===== config.mk =====
export PLATFORM = sky130hd
export DESIGN_NAME = qs_mem_arbiter
export DESIGN_NICKNAME = d
export VERILOG_FILES = /design/src/verilog/qs_mem_pkg.sv /design/src/verilog/qs_mem_arbiter.sv
export SDC_FILE = /design/constraint.sdc
export NUM_CORES = 1
export LEC_CHECK = 0
export ABC_CLOCK_PERIOD_IN_PS = 1150
export BUFFER_PORTS_ARGS = -buffer_cell sky130_fd_sc_hd__clkbuf_2
export CAP_MARGIN = 20
export CORE_AREA = 3 3 100 102
export DETAILED_ROUTE_END_ITERATION = 6
export DIE_AREA = 0 0 103 105
export HOLD_SLACK_MARGIN = 0.06
export PLACE_DENSITY = 0.59
export SETUP_SLACK_MARGIN = 0.2
export SLEW_MARGIN = 10
export SYNTH_ARGS = -nofsm -noshare
export SYNTH_HDL_FRONTEND = slang
export SYNTH_SLANG_ARGS = --single-unit

===== constraint.sdc =====
create_clock -name clk -period 1.15 [get_ports clk]
set_input_delay 0.23 -clock clk [delete_from_list [all_inputs] [get_ports clk]]
set_output_delay 0.23 -clock clk [all_outputs]
set_load 0.05 [all_outputs]

===== src/verilog/qs_mem_pkg.sv =====
/*
 * Queue storage array types
 * Address, stored word and payload widths of the 128x35 register file,
 * plus the structs that carry one write or one read request to it
 */

package qs_mem_pkg;

    // Number of words in the shared array
    localparam int RF_DEPTH = 128;

    // Position of the even-parity bit inside a stored word
    localparam int PARITY_BIT = 34;

    // Array address, queue id on top and slot below
    typedef logic [6:0] rf_addr_t;

    // One stored word, parity in bit 34 and payload in bits 33 to 0
    typedef logic [34:0] rf_word_t;

    // Payload as seen on the queue ports
    typedef logic [33:0] payload_t;

    // Write port request
    typedef struct packed {
        logic     en;
        rf_addr_t addr;
        rf_word_t data;
    } rf_wr_t;

    // Read port request, data comes back one cycle later
    typedef struct packed {
        logic     en;
        rf_addr_t addr;
    } rf_rd_t;

endpackage


===== src/verilog/qs_mem_arbiter.sv =====
/*
 * Memory port arbiter
 * Shares the array write and read ports between the queue agents and
 * debug access, queue traffic always first, and steers read data back
 */

`timescale 1ns/100ps

module qs_mem_arbiter
    import qs_mem_pkg::*;
(
     input  logic     clk
    ,input  logic     rst_n

    ,input  rf_wr_t   enq_wr
    ,input  rf_rd_t   deq_rd

    ,input  rf_wr_t   cfg_wr_req
    ,input  rf_rd_t   cfg_rd_req
    ,output logic     cfg_wr_gnt
    ,output logic     cfg_rd_gnt

    ,output rf_wr_t   mem_wr
    ,output rf_rd_t   mem_rd
    ,input  rf_word_t mem_rdata

    ,output rf_word_t deq_rdata
    ,output logic     deq_rdata_valid
    ,output rf_word_t cfg_rdata
    ,output logic     cfg_rdata_valid
);

    // Read issued last cycle, one flag per requester
    logic deq_rd_q;
    logic cfg_rd_q;

    // ------------------------------------------------------------------------
    // Grant and port muxing
    // ------------------------------------------------------------------------

    // Debug access only gets a port when the queue agent leaves it idle
    assign cfg_wr_gnt = cfg_wr_req.en && !enq_wr.en;
    assign cfg_rd_gnt = cfg_rd_req.en && !deq_rd.en;

    always_comb begin
        if (enq_wr.en) begin
            mem_wr = enq_wr;
        end else begin
            mem_wr = cfg_wr_req;
        end
    end

    always_comb begin
        if (deq_rd.en) begin
            mem_rd = deq_rd;
        end else begin
            mem_rd = cfg_rd_req;
        end
    end

    // ------------------------------------------------------------------------
    // Read data steering
    // ------------------------------------------------------------------------

    // Owner of the read in flight, the array answers one cycle after the grant
    always_ff @(posedge clk) begin
        if (!rst_n) begin
            deq_rd_q <= 1'b0;
            cfg_rd_q <= 1'b0;
        end else begin
            deq_rd_q <= deq_rd.en;
            cfg_rd_q <= cfg_rd_gnt;
        end
    end

    // Both owners see the same data bus, only the valid pulse tells whose it is
    assign deq_rdata       = mem_rdata;
    assign cfg_rdata       = mem_rdata;
    assign deq_rdata_valid = deq_rd_q;
    assign cfg_rdata_valid = cfg_rd_q;

endmodule


==> summary.md <==
| Metric | Value |
|---|---|
| Failing checks | negative setup slack |
| Seq cells post-synth | 2 |
| Hold Violations, Final | 0 |
| Longest Clk Path Bufs | 2 |
| Std-Cell Core Area | 0.00920 sq mm |
| Cells after Synth | 133 |
| Cell row count | 35 |
| Total wire length | 5060 um |
| Synth Area in Adders | 0 |
| Yosys top cell by area | mux2_4 |
| Final setup violating endpoints | 43 |
| H-Tree Depth | 1 |
| Hold_buf cts | 0 |
| Count of pins over their slew limit | 0 |
| Congestion Overflow GR | 0 |
| Port Buffers | 158 |
| Post-DR wirelength/cell | 15.0 um |
| Chip width | 103 um |
| Largest net degree at the start of global routing | 13 |
| Status | complete, but fails checks |
| Final net count | 368 |
| 1st-pass router iterations | 2 |
| Syn-to-layout area delta | 98.8% |
| Initial antenna violation count | 0 |
| Worst Setup End Kind | output port |
| Average cell area after synthesis | 10.5 sq um |
| # diodes | 0 |
| Mapped Area | 0.00140 sq mm |
| Worst IR Drop VDD | 317 uV |
| Final core occ | 0.302 |
| Final Wtd Congestion | 0.703 |
| Dpl hpwl | 3840 um |
| CTS tree | done |
| Syn Nets | 272 |
| Simple-Gate Fraction of Synth Area | 0.0287 |
| Crit start category | input pin |
| Pwr Total | 2.07 mW |
| Hold path cells | 2 |
| Worst hold endpoint | deq_rdata_valid |
| Min Tclk post-route | 1.27 ns |
| Syn. warnings | 0 |
| Via/cell ratio | 3.74 |
| Count of cell types in the netlist | 11 |
| DRC | 0 |
| TritonCTS Buffers | 3 |
| Max frequency | 788 MHz |
| Die area | 0.0108 sq mm |
| Min-Delay Path Class | input pin to flop |
| Seq/Total Area, Yosys | 0.0287 |
| Initial drt markers | 25 |
| Number of global-route vias before repair | 1,457 |
| Reg clk slew, reported paths | 0.03 ns |
| Largest fanout on the critical path | 6 |
| Mux share of post-synthesis cell area | 0.497 |
| Hold Startpoint | rst_n |
| Max_slew headroom | 0.936 |
| Yosys top cell area share | 0.409 |
| RSZ-0062 raised after global routing | yes |
| Crit path kind | input pin to output port |
| Clock root cell | clkbuf_8 |
| Compound-Gate Fraction of Synth Area | 0 |
| Main combinational cell family by area after synthesis | multiplexers |
| Pwr per Cell Area | 745 mW/mm^2 |
| CP Data Required Time | 0.92 ns |
| Die H | 105 um |
| Initial Util | 0.152 |
| Clock sink count | 2 |
| Setup ws final | -0.120 ns |
| Pleak | 1.50 nW |
| # Max-Cap Violations | 0 |
| First-pass GRT wire length | 6940 um |
| Crit path DAT | 1.04 ns |
| XOR/XNOR Fraction of Synth Area | 0 |
| Worst-Margin Slew | 0.0964 ns |
| Gr usage total | 0.0837 |
| Layout cells sized above 1 | 0.987 |
| Number of nets with antenna violations after routing | 0 |
| Period utilization | 1.10 |
| Final TNS setup | -3.73 ns |
| Top cells by area, synth | mux2_4 (41%), buf_4 (38%), mux2_2 (8.9%) |
| Via Count | 1,265 |
| # IOs | 264 |
## power breakdown
group / total, mW / internal [mW] / switching (mW)
combinational: 1.71 / 0.891 / 0.814
sequential: 0.0757 / 0.0737 / 0.00202
clock: 0.288 / 0.222 / 0.0658
total: 2.07 / 1.19 / 0.882
## critical path, stage by stage
cell and delay [ns]:
clkbuf_16 0.16, clkbuf_16 0.17, mux2_4 0.32, buf_12 0.15
## cell families (layout without fill, tap and decap cells)
logic type,Yosys count,after routing
and+or+nand+nor,6,6
DFF,2,2
muxes,49,49
buffers and inverters,76,170
## state kept, by name, indices dropped and copies added (netlist names)
| register | cells |
|---|---|
| cfg_rdata_valid | 1 |
| deq_rdata_valid | 1 |
## synth_stat cells
library cell / number
and3b_1: 1
buf_12: 4
buf_2: 1
and2_1: 1
or2_2: 2
mux2_4: 38
buf_4: 70
nor2b_1: 2
mux2_2: 11
buf_6: 1
dfxtp_1: 2
## cells in the final DEF, fill, tap and decap left out
| cell type | count |
|---|---|
| buf_16 | 3 |
| buf_4 | 1 |
| dfxtp_1 | 1 |
| and2_1 | 1 |
| buf_12 | 20 |
| nor2b_4 | 2 |
| and3b_1 | 1 |
| clkbuf_16 | 13 |
| or2_4 | 2 |
| buf_8 | 28 |
| dfxtp_2 | 1 |
| buf_6 | 2 |
| mux2_4 | 49 |
| clkbuf_2 | 100 |
| clkbuf_8 | 3 |
## how the worst max path moves through the flow
stage,from,end,slack [ns],cells past startpoint
after floorplan,enq_wr[42],mem_wr[34],0.05,3
after CTS,enq_wr[42],mem_wr[20],-0.12,4
after global placement,enq_wr[42],mem_wr[3],-0.25,4
final,enq_wr[42],mem_wr[9],-0.12,4
after global routing,enq_wr[42],mem_wr[18],-0.13,4
after detailed placement,enq_wr[42],mem_wr[3],-0.27,4
## cell type report
| type | instances | area, sq um |
|---|---|---|
| tap | 111 | 139 |
| clock buffer | 3 | 41.3 |
| fill | 954 | 6420 |
| multi-input combinational | 55 | 796 |
| timing repair buffer | 167 | 1760 |
| sequential | 2 | 41.3 |
## what timing repair did
item                       in CTS  in global routing
setup endpoints to repair      55                 55
gates resized for setup       100                 32
pin swaps                       1                  0
setup buffers                   1                  0
cloned                          4                  1
## through the flow
step           hold slack [ns]  instance area (sq um)  setup WS, ns  cells
5_1_grt                  0.275                   2780        -0.126    338
3_5_place_dp             0.459                   2060        -0.273    329
6_report                 0.249                   2780        -0.120    338
4_1_cts                  0.233                   2710        -0.124    337
2_1_floorplan            0.357                   1460        0.0456    133
3_3_place_gp             0.452                   2060        -0.247    329
## layer usage
layer  up-vias  wire, um  GRT usage
li1        564         -          -
met1       556      1490     0.0757
met2       123      2640      0.147
met3        22       802     0.0447
met4         0       134     0.0435
met5         -         0          0
Power figures use the tool's default switching activity.
