### config.mk
export PLATFORM = sky130hd
export DESIGN_NAME = qs_deq_agent
export DESIGN_NICKNAME = d
export VERILOG_FILES = /design/src/verilog/qs_mem_pkg.sv /design/src/verilog/qs_queue_pkg.sv /design/src/verilog/qs_deq_agent.sv
export SDC_FILE = /design/constraint.sdc
export NUM_CORES = 1
export LEC_CHECK = 0
export ABC_AREA = 1
export BUFFER_PORTS_ARGS = -buffer_cell sky130_fd_sc_hd__buf_2
export CORE_UTILIZATION = 30
export DETAILED_ROUTE_END_ITERATION = 16
export GPL_TIMING_DRIVEN = 0
export PLACE_DENSITY = 0.62
export SLEW_MARGIN = 20
export SYNTH_ARGS = -nofsm -noshare
export SYNTH_HDL_FRONTEND = slang
export SYNTH_SLANG_ARGS = --single-unit
### constraint.sdc
create_clock -name clk -period 1.6 [get_ports clk]
set_input_delay 0.16 -clock clk [delete_from_list [all_inputs] [get_ports clk]]
set_output_delay 0.16 -clock clk [all_outputs]
set_load 0.02 [all_outputs]
### src/verilog/qs_mem_pkg.sv
/*
 * Queue storage array types
 * Address, stored word and payload widths of the 128x35 register file,
 * plus the structs that carry one write or one read request to it
 */

package qs_mem_pkg;

    // Number of words in the shared array
    localparam int RF_DEPTH = 128;

    // Position of the even-parity bit inside a stored word
    localparam int PARITY_BIT = 34;

    // Array address, queue id on top and slot below
    typedef logic [6:0] rf_addr_t;

    // One stored word, parity in bit 34 and payload in bits 33 to 0
    typedef logic [34:0] rf_word_t;

    // Payload as seen on the queue ports
    typedef logic [33:0] payload_t;

    // Write port request
    typedef struct packed {
        logic     en;
        rf_addr_t addr;
        rf_word_t data;
    } rf_wr_t;

    // Read port request, data comes back one cycle later
    typedef struct packed {
        logic     en;
        rf_addr_t addr;
    } rf_rd_t;

endpackage

### src/verilog/qs_queue_pkg.sv
/*
 * Queue level types
 * Queue id, wrap-bit pointers and geometry of the four hardware queues,
 * and the command and response structs of the queue and debug ports
 */

package qs_queue_pkg;

    import qs_mem_pkg::*;

    // Four queues of 32 entries share the 128-word array
    localparam int NUM_QUEUES  = 4;
    localparam int QUEUE_DEPTH = 32;
    localparam int SLOT_W      = 5;

    typedef logic [1:0] qid_t;

    // Slot in the low five bits, wrap bit on top to tell full from empty
    typedef logic [5:0] qptr_t;

    typedef struct packed {
        logic     valid;
        qid_t     qid;
        payload_t payload;
    } enq_cmd_t;

    typedef struct packed {
        logic valid;
        qid_t qid;
    } deq_cmd_t;

    // Empty and perr are only meaningful while valid is high
    typedef struct packed {
        logic     valid;
        logic     empty;
        logic     perr;
        payload_t payload;
    } deq_rsp_t;

    // Raw debug access to any word of the array
    typedef struct packed {
        logic     wr;
        logic     rd;
        rf_addr_t addr;
        rf_word_t data;
    } cfg_cmd_t;

endpackage

### src/verilog/qs_deq_agent.sv
/*
 * Dequeue agent
 * Keeps the head pointer of each queue, reads the head entry of a
 * non-empty queue, checks its parity and answers every dequeue strobe
 */

`timescale 1ns/100ps

module qs_deq_agent
    import qs_mem_pkg::*;
    import qs_queue_pkg::*;
(
     input  logic                     clk
    ,input  logic                     rst_n

    ,input  deq_cmd_t                 deq
    ,input  qptr_t [NUM_QUEUES-1:0]   tail_ptrs
    ,output qptr_t [NUM_QUEUES-1:0]   head_ptrs

    ,output rf_rd_t                   deq_rd
    ,input  rf_word_t                 rdata
    ,input  logic                     rdata_valid

    ,output deq_rsp_t                 deq_rsp
);

    qptr_t [NUM_QUEUES-1:0] head_q;

    // Pointers of the addressed queue
    qptr_t head_sel;
    qptr_t tail_sel;

    logic empty;
    logic rd_ok;

    // Empty answer held back one cycle to line up with array data
    logic empty_q;

    // ------------------------------------------------------------------------
    // Emptiness and read request
    // ------------------------------------------------------------------------

    assign head_sel = head_q[deq.qid];
    assign tail_sel = tail_ptrs[deq.qid];

    // Equal pointers including the wrap bit mean nothing is stored
    assign empty = head_sel == tail_sel;
    assign rd_ok = deq.valid && !empty;

    always_comb begin
        deq_rd.en   = rd_ok;
        deq_rd.addr = {deq.qid, head_sel[SLOT_W-1:0]};
    end

    // ------------------------------------------------------------------------
    // Head pointers
    // ------------------------------------------------------------------------

    always_ff @(posedge clk) begin
        if (!rst_n) begin
            head_q  <= '0;
            empty_q <= 1'b0;
        end else begin
            if (rd_ok) begin
                head_q[deq.qid] <= qptr_t'(head_sel + 1'b1);
            end
            empty_q <= deq.valid && empty;
        end
    end

    assign head_ptrs = head_q;

    // ------------------------------------------------------------------------
    // Response
    // ------------------------------------------------------------------------

    // The array output register supplies the cycle of latency for data,
    // empty_q supplies it for empty answers
    // An odd number of ones across the stored word is a parity error
    always_comb begin
        deq_rsp.valid   = rdata_valid || empty_q;
        deq_rsp.empty   = empty_q;
        deq_rsp.perr    = rdata_valid && (^rdata);
        deq_rsp.payload = rdata[PARITY_BIT-1:0];
    end

endmodule

==> results of run 1 <==
[worst max-delay path, delay by kind of cell, from the launching register on]
family                 cells  cell delay [ps]
buffers and inverters      2              180
AND/OR/NAND/NOR            8              750
flip-flops                 1              340
[worst max path at each step]
stage	start	to	slack, ps
finish	head_ptrs[6]	deq_rd[7]	-130
global route	head_ptrs[22]	deq_rd[7]	-170
CTS	head_ptrs[0]	deq_rd[7]	-80
detailed placement	deq[1]	deq_rd[7]	-540
global placement	deq[1]	deq_rd[7]	-540
floorplan	head_ptrs[12]	head_ptrs[10]	0.6
[area by class of cell]
type | count | area, um^2
Buffer | 57 | 477
Clock buffer | 3 | 41.3
Clock inverter | 1 | 5.00
Fill cell | 930 | 4700
Inverter | 52 | 208
Multi-Input combinational cell | 440 | 2530
Sequential cell | 25 | 536
Tap cell | 133 | 166
Timing Repair Buffer | 174 | 1110
[synthesized netlist by cell type]
library cell / instances / area share (%)
a21oi_1: 1 / 0.17
nand3_2: 4 / 1.3
buf_2: 9 / 1.5
nand3_4: 1 / 0.58
nand3_1: 36 / 6.0
inv_1: 48 / 6.0
clkbuf_1: 3 / 0.37
nor2_2: 3 / 0.62
and2_1: 1 / 0.21
xor2_1: 16 / 4.6
nand2_1: 297 / 37
or2_2: 1 / 0.21
xnor2_1: 14 / 4.1
dfxtp_1: 25 / 17
inv_2: 4 / 0.50
nand4_1: 4 / 0.83
buf_4: 46 / 11
nor3_1: 1 / 0.17
ha_1: 1 / 0.41
nor2_1: 60 / 7.5
[routing by layer]
layer	routed length (um)	vias up	global-route usage (%)	share of wire [%]
met5	0	-	0	0
met4	218	0	5.71	2.0
met3	834	30	1.98	7.5
met2	5700	184	33.7	51
met1	4390	1846	21.8	39
li1	-	2024	-	-
[per-stage QoR]
| step | setup WS [ps] | hold slack [ps] | setup TNS [ps] |
|---|---|---|---|
| 6_report | -130 | 166 | -1520 |
| 5_1_grt | -174 | 173 | -3210 |
| 4_1_cts | -80.2 | 176 | -802 |
| 3_5_place_dp | -545 | 473 | -11960 |
| 3_3_place_gp | -541 | 467 | -11200 |
| 2_1_floorplan | 0.628 | 428 | 0 |
[flip-flops by register name (all words and copies together) (netlist names)]
signal / flops
empty_q: 1
head_ptrs: 24
[layout by cell type, fill, tap and decap left out, types with 2 or more instances in the layout]
cell | synthesis | routed
nand3_2 | 4 | 9
clkbuf_8 | 0 | 3
xnor2_1 | 14 | 3
clkbuf_1 | 3 | 2
xor2_4 | 0 | 5
buf_4 | 46 | 88
nor2_1 | 60 | 50
buf_8 | 0 | 9
nor2_2 | 3 | 6
inv_4 | 0 | 3
xnor2_2 | 0 | 7
nand2_2 | 0 | 61
inv_2 | 4 | 11
nand3_4 | 1 | 5
xor2_1 | 16 | 4
nand2_4 | 0 | 3
nand4_1 | 4 | 4
dfxtp_4 | 0 | 2
buf_2 | 9 | 113
nand2_1 | 297 | 233
xor2_2 | 0 | 7
xnor2_4 | 0 | 4
clkbuf_4 | 0 | 2
buf_6 | 0 | 16
nand3_1 | 36 | 27
inv_1 | 48 | 37
dfxtp_2 | 0 | 22
nor2_4 | 0 | 7
[cell families (layout without fill, tap and decap cells)]
kind of cell / count (synthesis) / after routing / share of synthesized area (%)
simple gates: 408 / 408 / 54.3
buf+inv: 110 / 287 / 19.8
xor+xnor: 30 / 30 / 8.71
flops: 25 / 25 / 16.6
fa+ha+maj: 1 / 1 / 0.415
compound gates: 1 / 1 / 0.166
[report_power, final]
part / internal [uW] / leakage [uW] / switching [uW]
clock: 175 / 0.0000255 / 228
combinational: 647 / 0.00265 / 849
sequential: 663 / 0.000215 / 30.0
[what timing repair did]
item                                    in CTS  in global routing
setup buffers                               25                 15
pin swaps                                   17                 79
resized for setup                           57                184
endpoints found under the setup margin      22                 26
cloned                                       0                  3
==> impl_metrics.json, run 1 <==
{
  "postCtsHoldBufs": 0,
  "first_iter_violations": 205,
  "status": "finished, violations left",
  "nets": 819,
  "setup.worst_path.start_class": "flop",
  "period_share_pct": 108,
  "cp_common_cell": "nand2_2",
  "dpl_cell_area_um2": 3870,
  "grt_usage_pct": 18.2,
  "violations": "setup timing",
  "clk_latency_ps": 280,
  "worst-setup-path-type": "reg -> out",
  "cp.arrival_ps": 1570,
  "r2r_start": "head_ptrs[6]",
  "coreArea_um2": 9770,
  "grt_setup_unrepaired": "true",
  "initial_core_util_pct": 30.9,
  "slew_viol_final": 0,
  "syn-instance-count": 575,
  "portBuffers": 131,
  "vias": 4084,
  "worst_pin_slew_ps": 539,
  "hold_violations": 0,
  "min-delay-start": "rst_n",
  "cts.path.max_buffers": 2,
  "dp.cells": 839,
  "fin_skew_ps": 5.23,
  "path_max_fanout": 2,
  "ys_seq_elements": 25,
  "antenna_found_initial": 0,
  "worstPathRequired_ps": 1440,
  "diodes": 0,
  "fin_area_um2": 5070,
  "dp_hpwl_um": 7310,
  "grt-ovfl-total": 0,
  "ir_drop_v": 0.000484,
  "rows": 36,
  "drt-total-wl_um": 11200,
  "area_growth_syn_to_layout_pct": 68.2,
  "synth-seq-area-share_pct": 16.6,
  "dieArea_um2": 10500,
  "via_per_inst": 4.61,
  "p_total_uw": 2590,
  "fin_util_pct": 51.9,
  "r2r-end": "head_ptrs[5]",
  "drv_cap": 0,
  "setup_slack_ps": -130,
  "whs_path_depth": 3,
  "max_stage_delay_ps": 340,
  "crit_path_end_kind": "output pin",
  "fmax_mhz": 578,
  "slowest_stage": "dfxtp_2",
  "power.leakage_uw": 0.00289,
  "htreeDepth": 1,
  "cts_num_sinks": 25,
  "grt_pass1_wl_um": 15000,
  "drc": 0,
  "gp_congestion": 0.846,
  "hp-class": "in -> reg",
  "grt_max_degree": 15,
  "layout-drive-gt1-share_pct": 51.9,
  "synth_warnings": 0,
  "reg2regPathDepth": 11,
  "r2r_slack_ps": -100,
  "firstDrtPassIters": 5,
  "avgSynthCellArea_um2": 5.25,
  "root_buffer": "clkbuf_8",
  "die_x_um": 102,
  "drtAntennaViolNets": 0,
  "syn_area_um2": 3020,
  "die_y_um": 102,
  "cts_tree": "done",
  "path_cells": "nand3_2, nand2_2, inv_2, nand2_2, nand2_2, nand2_2, nor2_4, nand3_4, and2_4, buf_6",
  "relSlewSlack_pct": 64.1,
  "synth_nets": 641,
  "powerDensity_nw_per_um2": 511,
  "io_pins": 134,
  "clk_pin_slew_worst_paths_ps": 100,
  "min_delay_worst_endpoint": "head_ptrs[17]",
  "fin_cells": 885,
  "period_needed_ps": 1730,
  "grt_pass1_vias": 3427,
  "cts_buffers": 3,
  "setup_viol": 23,
  "yosysUniqueCellTypes": 20,
  "wire_per_inst_um": 12.6
}
(Power assumes the default switching activity.)
==> inputs of run 2 (changes only) <==
--- a/config.mk
+++ b/config.mk
@@ -6,11 +6,12 @@
 export NUM_CORES = 1
 export LEC_CHECK = 0
 export ABC_AREA = 1
-export BUFFER_PORTS_ARGS = -buffer_cell sky130_fd_sc_hd__buf_2
+export CORE_ASPECT_RATIO = 0.6
 export CORE_UTILIZATION = 30
 export DETAILED_ROUTE_END_ITERATION = 16
+export DONT_BUFFER_PORTS = 1
 export GPL_TIMING_DRIVEN = 0
-export PLACE_DENSITY = 0.62
+export PLACE_DENSITY = 0.5
 export SLEW_MARGIN = 20
 export SYNTH_ARGS = -nofsm -noshare
 export SYNTH_HDL_FRONTEND = slang
==> run 2 against run 1 <==
  * The flow still finishes with violations (setup timing)
  * Non-clock buffer count fell by 163
  * Clock skew is 2.7 ps lower
  * Maximum frequency is 3.3% lower
  * Die area up 0.13%
  * Cell area fell by 25%
  * Critical path depth up 3
  * Count of clock-buffer cells in the layout stayed put
  * Sequential share of layout area increased by 5.0 points
  * Total power shrank 10%
  * Final cell count is 19% lower
  * Critical path type is now reg -> reg
  * Critical endpoint is now head_ptrs[9]
==> impl_metrics.json, run 2 (synthesized netlist as in run 1, its figures left out) <==
{
  "worstPathRequired_ps": 1760,
  "status": "finished, violations left",
  "cts.path.max_buffers": 2,
  "firstDrtPassIters": 4,
  "worst_pin_slew_ps": 680,
  "clk_pin_slew_worst_paths_ps": 70,
  "via_per_inst": 4.63,
  "ir_drop_v": 0.000374,
  "layout-drive-gt1-share_pct": 30.1,
  "grt_pass1_vias": 2920,
  "fmax_mhz": 559,
  "portBuffers": 0,
  "grt_pass1_wl_um": 15100,
  "setup_slack_ps": -190,
  "path_max_fanout": 5,
  "relSlewSlack_pct": 54.7,
  "postCtsHoldBufs": 0,
  "crit_path_end_kind": "flop",
  "area_growth_syn_to_layout_pct": 25.9,
  "filler_cell_count": 1040,
  "rows": 27,
  "period_share_pct": 112,
  "drtAntennaViolNets": 0,
  "grt_setup_unrepaired": "true",
  "drt-total-wl_um": 10100,
  "hp-class": "in -> reg",
  "slew_viol_final": 0,
  "first_iter_violations": 256,
  "cp.arrival_ps": 1950,
  "antenna_found_initial": 0,
  "htreeDepth": 1,
  "cts_buffers": 3,
  "violations": "setup timing",
  "grtUsageMet3_pct": 5.59,
  "worst-setup-path-type": "reg -> reg",
  "hold_violations": 0,
  "initial_core_util_pct": 31.9,
  "grt_use_met1_pct": 27.2,
  "fin_skew_ps": 2.55,
  "gp_congestion": 0.810,
  "period_needed_ps": 1790,
  "dieArea_um2": 10500,
  "coreArea_um2": 9460,
  "largest_reg_flops": 24,
  "crit_start": "head_ptrs[14]",
  "setup_viol": 25,
  "drc": 0,
  "die_x_um": 131,
  "vias": 3330,
  "cp_common_cell": "nand2_2",
  "dp_hpwl_um": 7500,
  "ff_latch_area_um2": 591,
  "dp_slack_ps": -399,
  "root_buffer": "clkbuf_16",
  "final_cell_mix": "nand2_1, nor2_1, buf_4",
  "clk_latency_ps": 270,
  "diodes": 0,
  "grt_busiest_layer": "met1",
  "fin_util_pct": 40.2,
  "final_common_cell": "nand2_1",
  "drv_cap": 0,
  "multi_input_area_um2": 2210,
  "setup.worst_path.start_class": "flop",
  "die_y_um": 79.7,
  "min-delay-start": "rst_n",
  "grt_max_degree": 15,
  "p_total_uw": 2330,
  "powerDensity_nw_per_um2": 613,
  "fin_tns_setup_ps": -3820,
  "nets": 656,
  "use_met2_pct": 26.6,
  "cts_num_sinks": 25,
  "slowest_stage": "dfxtp_4",
  "cts_tree": "done",
  "wire_per_inst_um": 14.0,
  "max_stage_delay_ps": 410,
  "grt_usage_pct": 18.5,
  "io_pins": 134,
  "r2r_start": "head_ptrs[14]",
  "grt-ovfl-total": 0,
  "power.leakage_uw": 0.00205,
  "path_cells": "nand2_2, nand2_1, nand2_2, nand2_4, nand2_2, nand2_2, nor2_4, nand3_4, buf_6, nand3_4, clkbuf_16, nor2_1, nor2_1"
}
run 2: layout make-up:
class | instances | area share, %
plain buffers | 58 | 11.5
clock buffers | 3 | 1.98
clock inverters | 1 | 0.132
inverters | 52 | 5.14
multi-input cells | 440 | 58.2
flip-flops and latches | 25 | 15.5
well taps | 130 | 4.28
repair buffers | 10 | 3.19
run 2: worst max-delay path: cells and delay by family, from the launching register on:
| family | cells | cell delay, ps |
|---|---|---|
| buffers and inverters | 2 | 330 |
| AND/OR/NAND/NOR | 11 | 940 |
| flip-flops | 1 | 410 |
run 2: through the flow:
step,std cells,hold slack [ps],cell area [um^2]
CTS,714,179,3500
floorplan,575,428,3040
global route,719,211,3800
global placement,705,435,3210
finish,719,190,3800
detailed placement,705,434,3210
run 2: what timing repair did:
action	CTS	global route
pin swaps	12	27
setup buffers	4	3
gates resized for setup	69	69
setup endpoints to repair	25	27
cloned	1	2
run 2: layer usage:
layer  wire [um]  part of all wire, %
met2        4070                   40
met4          20                 0.20
met1        5090                   51
met5           0                    0
met3         871                  8.7
run 2: worst paths after layout:
check                        to  slack [ps]  cells past startpoint
hold / removal    head_ptrs[11]         190                      3
hold reg to reg    head_ptrs[7]         580                      4
setup / recovery   head_ptrs[9]        -190                     13
setup reg to reg   head_ptrs[9]        -190                     13
run 2: report_power, final:
group          internal, uW  switching, uW  total [uW]
logic                   382            618        1000
registers               646           91.8         737
clock network           338            251         590
