### src/verilog/qs_mem_pkg.sv
/*
 * Queue storage array types
 * Address, stored word and payload widths of the 128x35 register file,
 * plus the structs that carry one write or one read request to it
 */

package qs_mem_pkg;

    // Number of words in the shared array
    localparam int RF_DEPTH = 128;

    // Position of the even-parity bit inside a stored word
    localparam int PARITY_BIT = 34;

    // Array address, queue id on top and slot below
    typedef logic [6:0] rf_addr_t;

    // One stored word, parity in bit 34 and payload in bits 33 to 0
    typedef logic [34:0] rf_word_t;

    // Payload as seen on the queue ports
    typedef logic [33:0] payload_t;

    // Write port request
    typedef struct packed {
        logic     en;
        rf_addr_t addr;
        rf_word_t data;
    } rf_wr_t;

    // Read port request, data comes back one cycle later
    typedef struct packed {
        logic     en;
        rf_addr_t addr;
    } rf_rd_t;

endpackage

### src/verilog/qs_queue_pkg.sv
/*
 * Queue level types
 * Queue id, wrap-bit pointers and geometry of the four hardware queues,
 * and the command and response structs of the queue and debug ports
 */

package qs_queue_pkg;

    import qs_mem_pkg::*;

    // Four queues of 32 entries share the 128-word array
    localparam int NUM_QUEUES  = 4;
    localparam int QUEUE_DEPTH = 32;
    localparam int SLOT_W      = 5;

    typedef logic [1:0] qid_t;

    // Slot in the low five bits, wrap bit on top to tell full from empty
    typedef logic [5:0] qptr_t;

    typedef struct packed {
        logic     valid;
        qid_t     qid;
        payload_t payload;
    } enq_cmd_t;

    typedef struct packed {
        logic valid;
        qid_t qid;
    } deq_cmd_t;

    // Empty and perr are only meaningful while valid is high
    typedef struct packed {
        logic     valid;
        logic     empty;
        logic     perr;
        payload_t payload;
    } deq_rsp_t;

    // Raw debug access to any word of the array
    typedef struct packed {
        logic     wr;
        logic     rd;
        rf_addr_t addr;
        rf_word_t data;
    } cfg_cmd_t;

endpackage

### src/verilog/qs_cfg_access.sv
/*
 * Debug access to the raw array
 * Latches one read or write, holds it until the arbiter grants the port,
 * then pulses done with the read word where there is one
 */

`timescale 1ns/100ps

module qs_cfg_access
    import qs_mem_pkg::*;
    import qs_queue_pkg::*;
(
     input  logic     clk
    ,input  logic     rst_n

    ,input  cfg_cmd_t cfg
    ,output logic     cfg_busy
    ,output logic     cfg_done
    ,output rf_word_t cfg_rdata

    ,output rf_wr_t   wr_req
    ,output rf_rd_t   rd_req
    ,input  logic     wr_gnt
    ,input  logic     rd_gnt
    ,input  rf_word_t rdata
    ,input  logic     rdata_valid
);

    typedef enum logic [1:0] {
        IDLE,
        WAIT_GNT,
        WAIT_DATA
    } cfg_state_e;

    cfg_state_e state_q;

    // Latched command, a write wins when both wr and rd are set
    logic     is_wr_q;
    rf_addr_t addr_q;
    rf_word_t data_q;

    // ------------------------------------------------------------------------
    // Control FSM
    // ------------------------------------------------------------------------

    always_ff @(posedge clk) begin
        if (!rst_n) begin
            state_q  <= IDLE;
            is_wr_q  <= 1'b0;
            cfg_done <= 1'b0;
        end else begin
            cfg_done <= 1'b0;
            case (state_q)
                IDLE: begin
                    if (cfg.wr || cfg.rd) begin
                        is_wr_q <= cfg.wr;
                        state_q <= WAIT_GNT;
                    end
                end
                WAIT_GNT: begin
                    // A granted write is done at this edge
                    if (is_wr_q && wr_gnt) begin
                        cfg_done <= 1'b1;
                        state_q  <= IDLE;
                    end else if (!is_wr_q && rd_gnt) begin
                        state_q <= WAIT_DATA;
                    end
                end
                WAIT_DATA: begin
                    if (rdata_valid) begin
                        cfg_done <= 1'b1;
                        state_q  <= IDLE;
                    end
                end
                default: state_q <= IDLE;
            endcase
        end
    end

    // Address, data and read result are plain payload registers
    always_ff @(posedge clk) begin
        if (state_q == IDLE && (cfg.wr || cfg.rd)) begin
            addr_q <= cfg.addr;
            data_q <= cfg.data;
        end
        if (state_q == WAIT_DATA && rdata_valid) begin
            cfg_rdata <= rdata;
        end
    end

    // ------------------------------------------------------------------------
    // Requests to the arbiter
    // ------------------------------------------------------------------------

    assign cfg_busy = state_q != IDLE;

    always_comb begin
        wr_req.en   = (state_q == WAIT_GNT) && is_wr_q;
        wr_req.addr = addr_q;
        wr_req.data = data_q;
        rd_req.en   = (state_q == WAIT_GNT) && !is_wr_q;
        rd_req.addr = addr_q;
    end

endmodule

### config.mk
export PLATFORM = sky130hd
export DESIGN_NAME = qs_cfg_access
export DESIGN_NICKNAME = d
export VERILOG_FILES = /design/src/verilog/qs_mem_pkg.sv /design/src/verilog/qs_queue_pkg.sv /design/src/verilog/qs_cfg_access.sv
export SDC_FILE = /design/constraint.sdc
export NUM_CORES = 1
export LEC_CHECK = 0
export BUFFER_PORTS_ARGS = -buffer_cell sky130_fd_sc_hd__buf_2
export CAP_MARGIN = 5
export CELL_PAD_IN_SITES_DETAIL_PLACEMENT = 1
export CELL_PAD_IN_SITES_GLOBAL_PLACEMENT = 2
export CORE_UTILIZATION = 29
export DETAILED_ROUTE_END_ITERATION = 7
export HOLD_SLACK_MARGIN = 0.08
export PLACE_DENSITY = 0.95
export SETUP_SLACK_MARGIN = 0.1
export SLEW_MARGIN = 0
export SYNTH_ARGS = -nofsm -noshare
export SYNTH_HDL_FRONTEND = slang
export SYNTH_SLANG_ARGS = --single-unit
### constraint.sdc
create_clock -name clk -period 7.55 [get_ports clk]
set_input_delay 0.3775 -clock clk [delete_from_list [all_inputs] [get_ports clk]]
set_output_delay 0.3775 -clock clk [all_outputs]
set_load 0.02 [all_outputs]
==> impl_summary.md, run 1 <==
Status
The flow ran to the end, and the final reports show no timing, DRC or antenna violations.

Logic synthesis
The total number of yosys warnings is 0. The total nets after synthesis is 202. In this run, distinct cell masters in the synthesized netlist total 19.

The synthesized design contains 81 register bits. Of the post-synthesis cell area, the dominant cell type holds 0.877. After synthesis, the mean cell area works out to 22.9 sq um. The number of flops mapped to enable cells by yosys is 77. In the synthesized netlist the async set-or-reset flop fraction comes to 0. The most repeated cell in the gate-level netlist after synthesis is edfxtp_1.

Among all flip-flop cells after synthesis, the most frequent one is edfxtp_1. Summed over all instances, the cell type with the most area after synthesis is edfxtp_1. The number of instances in the synthesized netlist is 115. The share of the Yosys chip area taken by registers is 0.907. In the synthesized netlist, the cells that appear most often are 77 x edfxtp_1, 7 x buf_4, 4 x dfxtp_1, 4 x nand2_1. After synthesis, the cell types taking the most area are edfxtp_1 88%, dfxtp_1 3.0%, buf_4 2.0%. The post-synthesis instance area is 2640 sq um.

Worst setup path
Setup slack on the worst reg-to-reg path comes out at 5.50 ns. The data required time of the critical path is 7.50 ns. The worst setup path is launched from a register.

Of all nets on the critical path, the largest fanout is 42. The worst setup path is captured at a register. Counting cells, the worst reg-to-reg path comes to 4.

The worst register-to-register path ends at addr_q[0]$_DFFE_PP_. The worst setup path is of the reg -> reg kind. The worst path arrival time is 2.01 ns. The worst reg2reg path startpoint is state_q[0]$_SDFFE_PN0P_.

Hold path
The endpoint of the worst hold-timing path is cfg_rdata[22]$_DFFE_PP_. The hold path depth is 1. The worst hold path belongs to the class in -> reg.

The hold path startpoint is rdata[22].

GRT
Entering global routing, the biggest net connects 43 pins. The number of antenna violations at the first check in global routing is 0. The first global-routing pass estimated 9.87 mm of wire. The total global-route track usage is 0.141. After global routing the overflow that remains totals 0.

The number of global-route vias before repair came to 1,767.

Drt
Dividing the detail-routed via count by the number of cells gives 4.23. The first-pass detailed-route iteration total is 4. The post-detailed-route count of antenna-violating nets is 0. The average wire per standard cell is 16.2 um.

After detailed routing, the number of remaining DRC violations is 0. The first routing iteration left 44 violations. The total number of vias is 1,709.

The final wirelength is 6.55 mm.

Timing
The worst-margin pin slew is 1.13 ns. The max-slew headroom at the worst pin is 0.247. The highest achievable clock rate is 487 MHz. Counting I/O delays and the setup requirement, the final critical path takes 2.05 ns.

The final total negative setup slack is 0 ns. The number of max-slew violations in the final report is 0. Setup slack closes at 5.50 ns. The number of hold-slack violations in the final timing report is 0. Setup violations remaining at the end of the flow were counted as 0. Dividing the final minimum period by the clock period gives 0.272. Across the routed clock network, the largest skew measured is 0.00814 ns.

Setup repair after global routing left no endpoint under its margin.

Floorplan
The floorplan has 34 rows. In this run the vertical extent of the chip is 97.4 um. The floorplan step defined a die boundary enclosing 9480 sq um.

The effective utilization at floorplan is 0.301. After floorplanning, the core was sized to cover 8760 sq um. The width of the die is 97.4 um. For this design the top-level I/O count stands at 172.

Placed design
Routability-driven placement finished with a final weighted congestion of 0.721. The worst setup slack after placement is 5.44 ns. Port buffering added 171 buffers. The HPWL after detailed placement is 5.15 mm.

Power
In this run the power density over the cells is 329 nW/um^2. The static power due to leakage is 1.66 nW. The design draws 1.26 mW. The worst-case IR drop observed on VDD is 0.000206 V.

Clock network
The clock net in this run drives a total of 81 sinks. TritonCTS built the clock tree. The post-cts sizing count is 0.

After clock tree synthesis, the clock-pin slew on the worst setup and hold paths is 0.08 ns. The CTS H-tree depth is 3. The total CTS buffers is 9. Buffers inserted to repair hold after CTS numbered 0. The insertion delay of the later-clocked pin in the worst-skew pair is 0.34 ns. The maximum buffer depth of the clock tree is 2.

The root buffer cell chosen for the clock tree is clkbuf_8. The number of setup buffers added after CTS is 0.

Finish
The final net count is 378. In the final layout, the share of cells above drive strength 1 is 0.639. Relative to the synthesized area, the layout overhead comes to 45.1%. The number of diodes is 0.

Flow run
The tool flagged a number of max-cap violations equal to 0.
## critical path, stage by stage, from the launching register on
cell     delay, ns
dfxtp_1       0.34
inv_1         0.09
ha_1          0.25
inv_1         0.11
nor2_4        0.87
## cell families after synthesis
logic type | after synthesis | synth area share
AND/OR/NAND/NOR | 14 | 0.0318
multiplexers | 1 | 0.00380
adder cells (fa/ha/maj) | 3 | 0.0142
flip-flops | 81 | 0.907
buffers and inverters | 10 | 0.0242
AO/OA/AOI/OAI | 6 | 0.0190
## per-layer routing
layer	up-vias	track usage	wire length [um]
met2	83	0.243	3490
met1	830	0.160	2520
met3	13	0.0424	391
met4	0	0.0667	146
met5	-	0	0
li1	783	-	-
## report_power, final
group / total [mW] / internal, mW / switching, mW
registers: 0.609 / 0.586 / 0.0235
clock network: 0.370 / 0.220 / 0.150
logic: 0.280 / 0.0856 / 0.194
total: 1.26 / 0.892 / 0.368
## registers in the layout (all words and copies together), names as in the netlist
signal and flops:
addr_q 7, cfg_done 1, cfg_rdata 35, data_q 35, is_wr_q 1, state_q 2
## final cells by class
cell class | count | area, sq um
Clock inverter | 5 | 104
Tap cell | 108 | 135
Clock buffer | 11 | 131
Fill cell | 924 | 4940
Multi-Input combinational cell | 24 | 189
Inverter | 3 | 11.3
Timing Repair Buffer | 172 | 863
Sequential cell | 81 | 2390
## through the flow
stage	utilization	hold slack [ns]	area (sq um)	cells
2_1_floorplan	-	0.452	2640	115
5_1_grt	0.437	0.170	3830	404
3_5_place_dp	0.410	0.497	3590	388
3_3_place_gp	0.410	0.472	3590	388
4_1_cts	0.437	0.182	3830	404
6_report	0.437	0.207	3830	404
## layout by cell type (no fill, tap or decap), types with 2 or more instances in the layout
| master | n |
|---|---|
| and2_1 | 2 |
| buf_2 | 171 |
| bufinv_16 | 3 |
| clkbuf_1 | 2 |
| clkbuf_8 | 9 |
| dfxtp_1 | 4 |
| edfxtp_1 | 77 |
| ha_1 | 3 |
| inv_1 | 3 |
| nand2_1 | 4 |
| nor2_1 | 2 |
| nor2b_1 | 2 |
## worst max-delay path by stage
stage	startpoint	to
after floorplan	state_q[0]$_SDFFE_PN0P_	addr_q[0]$_DFFE_PP_
after global placement	state_q[0]$_SDFFE_PN0P_	data_q[1]$_DFFE_PP_
after detailed placement	state_q[0]$_SDFFE_PN0P_	addr_q[2]$_DFFE_PP_
after CTS	state_q[1]$_SDFFE_PN0P_	addr_q[6]$_DFFE_PP_
after global routing	state_q[1]$_SDFFE_PN0P_	addr_q[4]$_DFFE_PP_
final	state_q[0]$_SDFFE_PN0P_	addr_q[0]$_DFFE_PP_
(Power assumes the default switching activity.)
==> inputs of run 2 (changes only) <==
--- a/config.mk
+++ b/config.mk
@@ -9,10 +9,10 @@
 export CAP_MARGIN = 5
 export CELL_PAD_IN_SITES_DETAIL_PLACEMENT = 1
 export CELL_PAD_IN_SITES_GLOBAL_PLACEMENT = 2
-export CORE_UTILIZATION = 29
+export CORE_UTILIZATION = 27
 export DETAILED_ROUTE_END_ITERATION = 7
 export HOLD_SLACK_MARGIN = 0.08
-export PLACE_DENSITY = 0.95
+export PLACE_DENSITY = 0.91
 export SETUP_SLACK_MARGIN = 0.1
 export SLEW_MARGIN = 0
 export SYNTH_ARGS = -nofsm -noshare
==> constraint.sdc (replaced) <==
create_clock -name clk -period 2 [get_ports clk]
set_input_delay 0.1 -clock clk [delete_from_list [all_inputs] [get_ports clk]]
set_output_delay 0.1 -clock clk [all_outputs]
set_load 0.02 [all_outputs]
==> run 2 against run 1 <==
  * Clock-buffer cell count is 2 lower
  * Cell count is 25% higher
  * Clock skew is 0.0029 ns higher
  * Worst setup slack worse by 5.0 ns
  * Via count is 17% higher
  * Highest routed layer unchanged
==> impl_summary.md, run 2 (synthesized netlist as in run 1, its figures left out) <==
Status
Status: complete, no violations (unchanged).

Clock network
The cell at the root of the clock tree was clkbuf_8 (unchanged). The number of buffers added to fix hold violations after cts was 79 (was 0). The maximum buffer depth of the clock tree came to 2 (unchanged).

The CTS tree was built (unchanged). The post-CTS setup buffer count is 0 (unchanged). The total CTS buffers was 9 (unchanged). The CTS sink count came to 81 (unchanged). The insertion delay of the later-clocked pin in the worst-skew pair is 0.34 ns (about the same). The clock input transition at the sequential cells of the worst setup and hold paths is 0.08 ns (about the same). The CTS H-tree depth is 3 (unchanged). The post-cts sizing count is 0 (unchanged).

Power
The proportion of power drawn by flip-flops and latches is 0.468 (was 0.484). The net load switching power came to 1.43 mW (was 0.368 mW). The power density over the cells is 1050 nW/um^2 (was 329 nW/um^2). The cell-internal power came to 3.48 mW (was 0.892 mW). The share of power burned in the clock network was 0.281 (was 0.294). The proportion of total power due to net switching is 0.291 (was 0.292). The worst IR drop on VDD is 0.000667 V (was 0.000206 V).

The combinational power share is 0.250 (was 0.222). The static power due to leakage came to 1.99 nW (was 1.66 nW).

Timing
The max-slew headroom at the worst pin is 0.697 (was 0.247). The number of hold-slack violations in the final timing report was 0 (unchanged). The number of max-slew violations in the final report came to 0 (unchanged). The final number of setup-violating endpoints was 0 (unchanged).

The final total negative setup slack was 0 ns (unchanged). The clock period minus final worst setup slack was 1.48 ns (was 2.05 ns). The highest achievable clock rate is 676 MHz (was 487 MHz).

The clock skew after layout came to 0.0110 ns (was 0.00814 ns). The fraction of the cycle the final worst path needs is 0.740 (was 0.272). Setup repair after global routing missed its margin: false (unchanged). The worst-margin pin slew was 0.454 ns (was 1.13 ns).

Finish
Most frequent cells in the layout: 171 x buf_2, 79 x dlygate4sd3_1, 77 x edfxtp_1 (was 171 x buf_2, 77 x edfxtp_1, 9 x clkbuf_8). The synthesis-to-finish area growth was 76.6% (was 45.1%). The number of diodes was 0 (unchanged).

The ratio of cells with drive above 1 in the final layout is 0.508 (was 0.639). Largest registers: cfg_rdata: 35 flops, data_q: 35 flops, addr_q: 7 flops (unchanged). The final net count came to 458 (was 378). The commonest non-fill, non-tap cell in the layout was buf_2 (unchanged).

The area of all placed cells without fillers is 4660 sq um (was 3830 sq um).

Floorplan
The die area is 10,200 sq um (was 9480 sq um). The total I/O pin count was 172 (unchanged). The effective utilization at floorplan is 0.281 (was 0.301). The die outline height is 101 um (was 97.4 um). The standard-cell row count is 35 (was 34). The total core area is 9370 sq um (was 8760 sq um). The width of the die came to 101 um (was 97.4 um).

GRT
The first-pass GRT wire length is 11.4 mm (was 9.87 mm). The number of antenna violations at the first check in global routing was 0 (unchanged). The total global routing overflow is 0 (unchanged). The total global-route track usage is 0.157 (was 0.141). The maximum number of pins on one net before global-route repair is 43 (unchanged). The number of global-route vias before repair came to 2,274 (was 1,767).

Drt
The average wire per standard cell is 15.7 um (was 16.2 um). The total number of vias is 2,000 (was 1,709). The final wirelength is 7.91 mm (was 6.55 mm). The post-detailed-route DRC marker count came to 0 (unchanged). The number of DRC markers in iteration 0 is 37 (was 44).

The mean number of vias per cell came to 3.98 (was 4.23). The first-pass detailed-route iteration total came to 4 (unchanged). The post-detailed-route count of antenna-violating nets came to 0 (unchanged).

Hold path
The worst min-delay path category is in -> reg (unchanged).

Worst setup path
The maximum fanout encountered on the critical timing path was 42 (unchanged). The critical path launch point type is a register (unchanged). The worst path arrival time is 1.51 ns (was 2.01 ns). The data required time of the critical path is 2.03 ns (was 7.50 ns). The critical path class is reg -> reg (unchanged). The capturing element type of the critical path is a register (unchanged).

Placed design
The routability congestion estimate from global placement is 0.737 (was 0.721). The number of port buffers was 171 (unchanged). The HPWL after detailed placement is 5.19 mm (was 5.15 mm). The post-place instance area was 3640 sq um (was 3590 sq um).

Flow run
The number of max-capacitance violations reported is 0 (unchanged).
-- run 2: cell types whose count changed in the layout (fill, tap and decap cells not counted), sizes merged --
cell	previous run	this run
buf	172	173
clkbuf	11	9
clkinv	2	1
clkinvlp	0	1
dlygate4sd3	0	79
-- run 2: path summary, 6_finish.rpt --
kind / startpoint / end / cells past startpoint / slack [ns]
setup / recovery: state_q[1]$_SDFFE_PN0P_ / data_q[12]$_DFFE_PP_ / 5 / 0.52
hold / removal: cfg[43] / is_wr_q$_SDFFE_PN0P_ / 3 / 0.12
setup reg to reg: state_q[1]$_SDFFE_PN0P_ / data_q[12]$_DFFE_PP_ / 5 / 0.52
hold reg to reg: state_q[0]$_SDFFE_PN0P_ / state_q[0]$_SDFFE_PN0P_ / 2 / 0.50
-- run 2: layer usage --
layer | up-vias | part of all wire | track usage
met3 | 20 | 0.045 | 0.0270
li1 | 939 | - | -
met4 | 0 | 0.035 | 0.0948
met1 | 962 | 0.33 | 0.143
met2 | 79 | 0.59 | 0.318
met5 | - | 0 | 0
-- run 2: metrics by stage --
stage | power [mW] | utilization | setup slack [ns] | hold slack, ns | cells
after CTS | 4.97 | 0.497 | 0.498 | 0.0955 | 503
after floorplan | 3.00 | - | 0.182 | 0.199 | 115
after global routing | 5.11 | 0.497 | 0.411 | 0.141 | 503
after global placement | 3.40 | 0.388 | 0.587 | 0.276 | 410
after detailed placement | 3.45 | 0.388 | 0.520 | 0.278 | 410
final | 4.90 | 0.497 | 0.520 | 0.117 | 503
-- run 2: power groups by stage --
stage | Clock (mW) | Combinational (mW) | Sequential [mW]
after detailed placement | 0 | 1.11 | 2.33
after global placement | 0 | 1.09 | 2.31
after floorplan | 0 | 0.360 | 2.64
after global routing | 1.47 | 1.31 | 2.32
after CTS | 1.43 | 1.24 | 2.30
final | 1.38 | 1.23 | 2.30
-- run 2: final cells by class --
cell class	instances	area (sq um)
multi-input combinational	24	189
inverter	3	11.3
fill	1003	4710
clock buffer	9	124
sequential	81	2390
timing repair buffer	252	1670
clock inverter	5	106
tap	129	161
-- run 2: worst max-delay path, stage by stage, from the launching register on --
cell and delay [ns]:
dfxtp_1 0.32, inv_1 0.09, ha_1 0.25, inv_1 0.11
nor2_4 0.13, buf_12 0.23
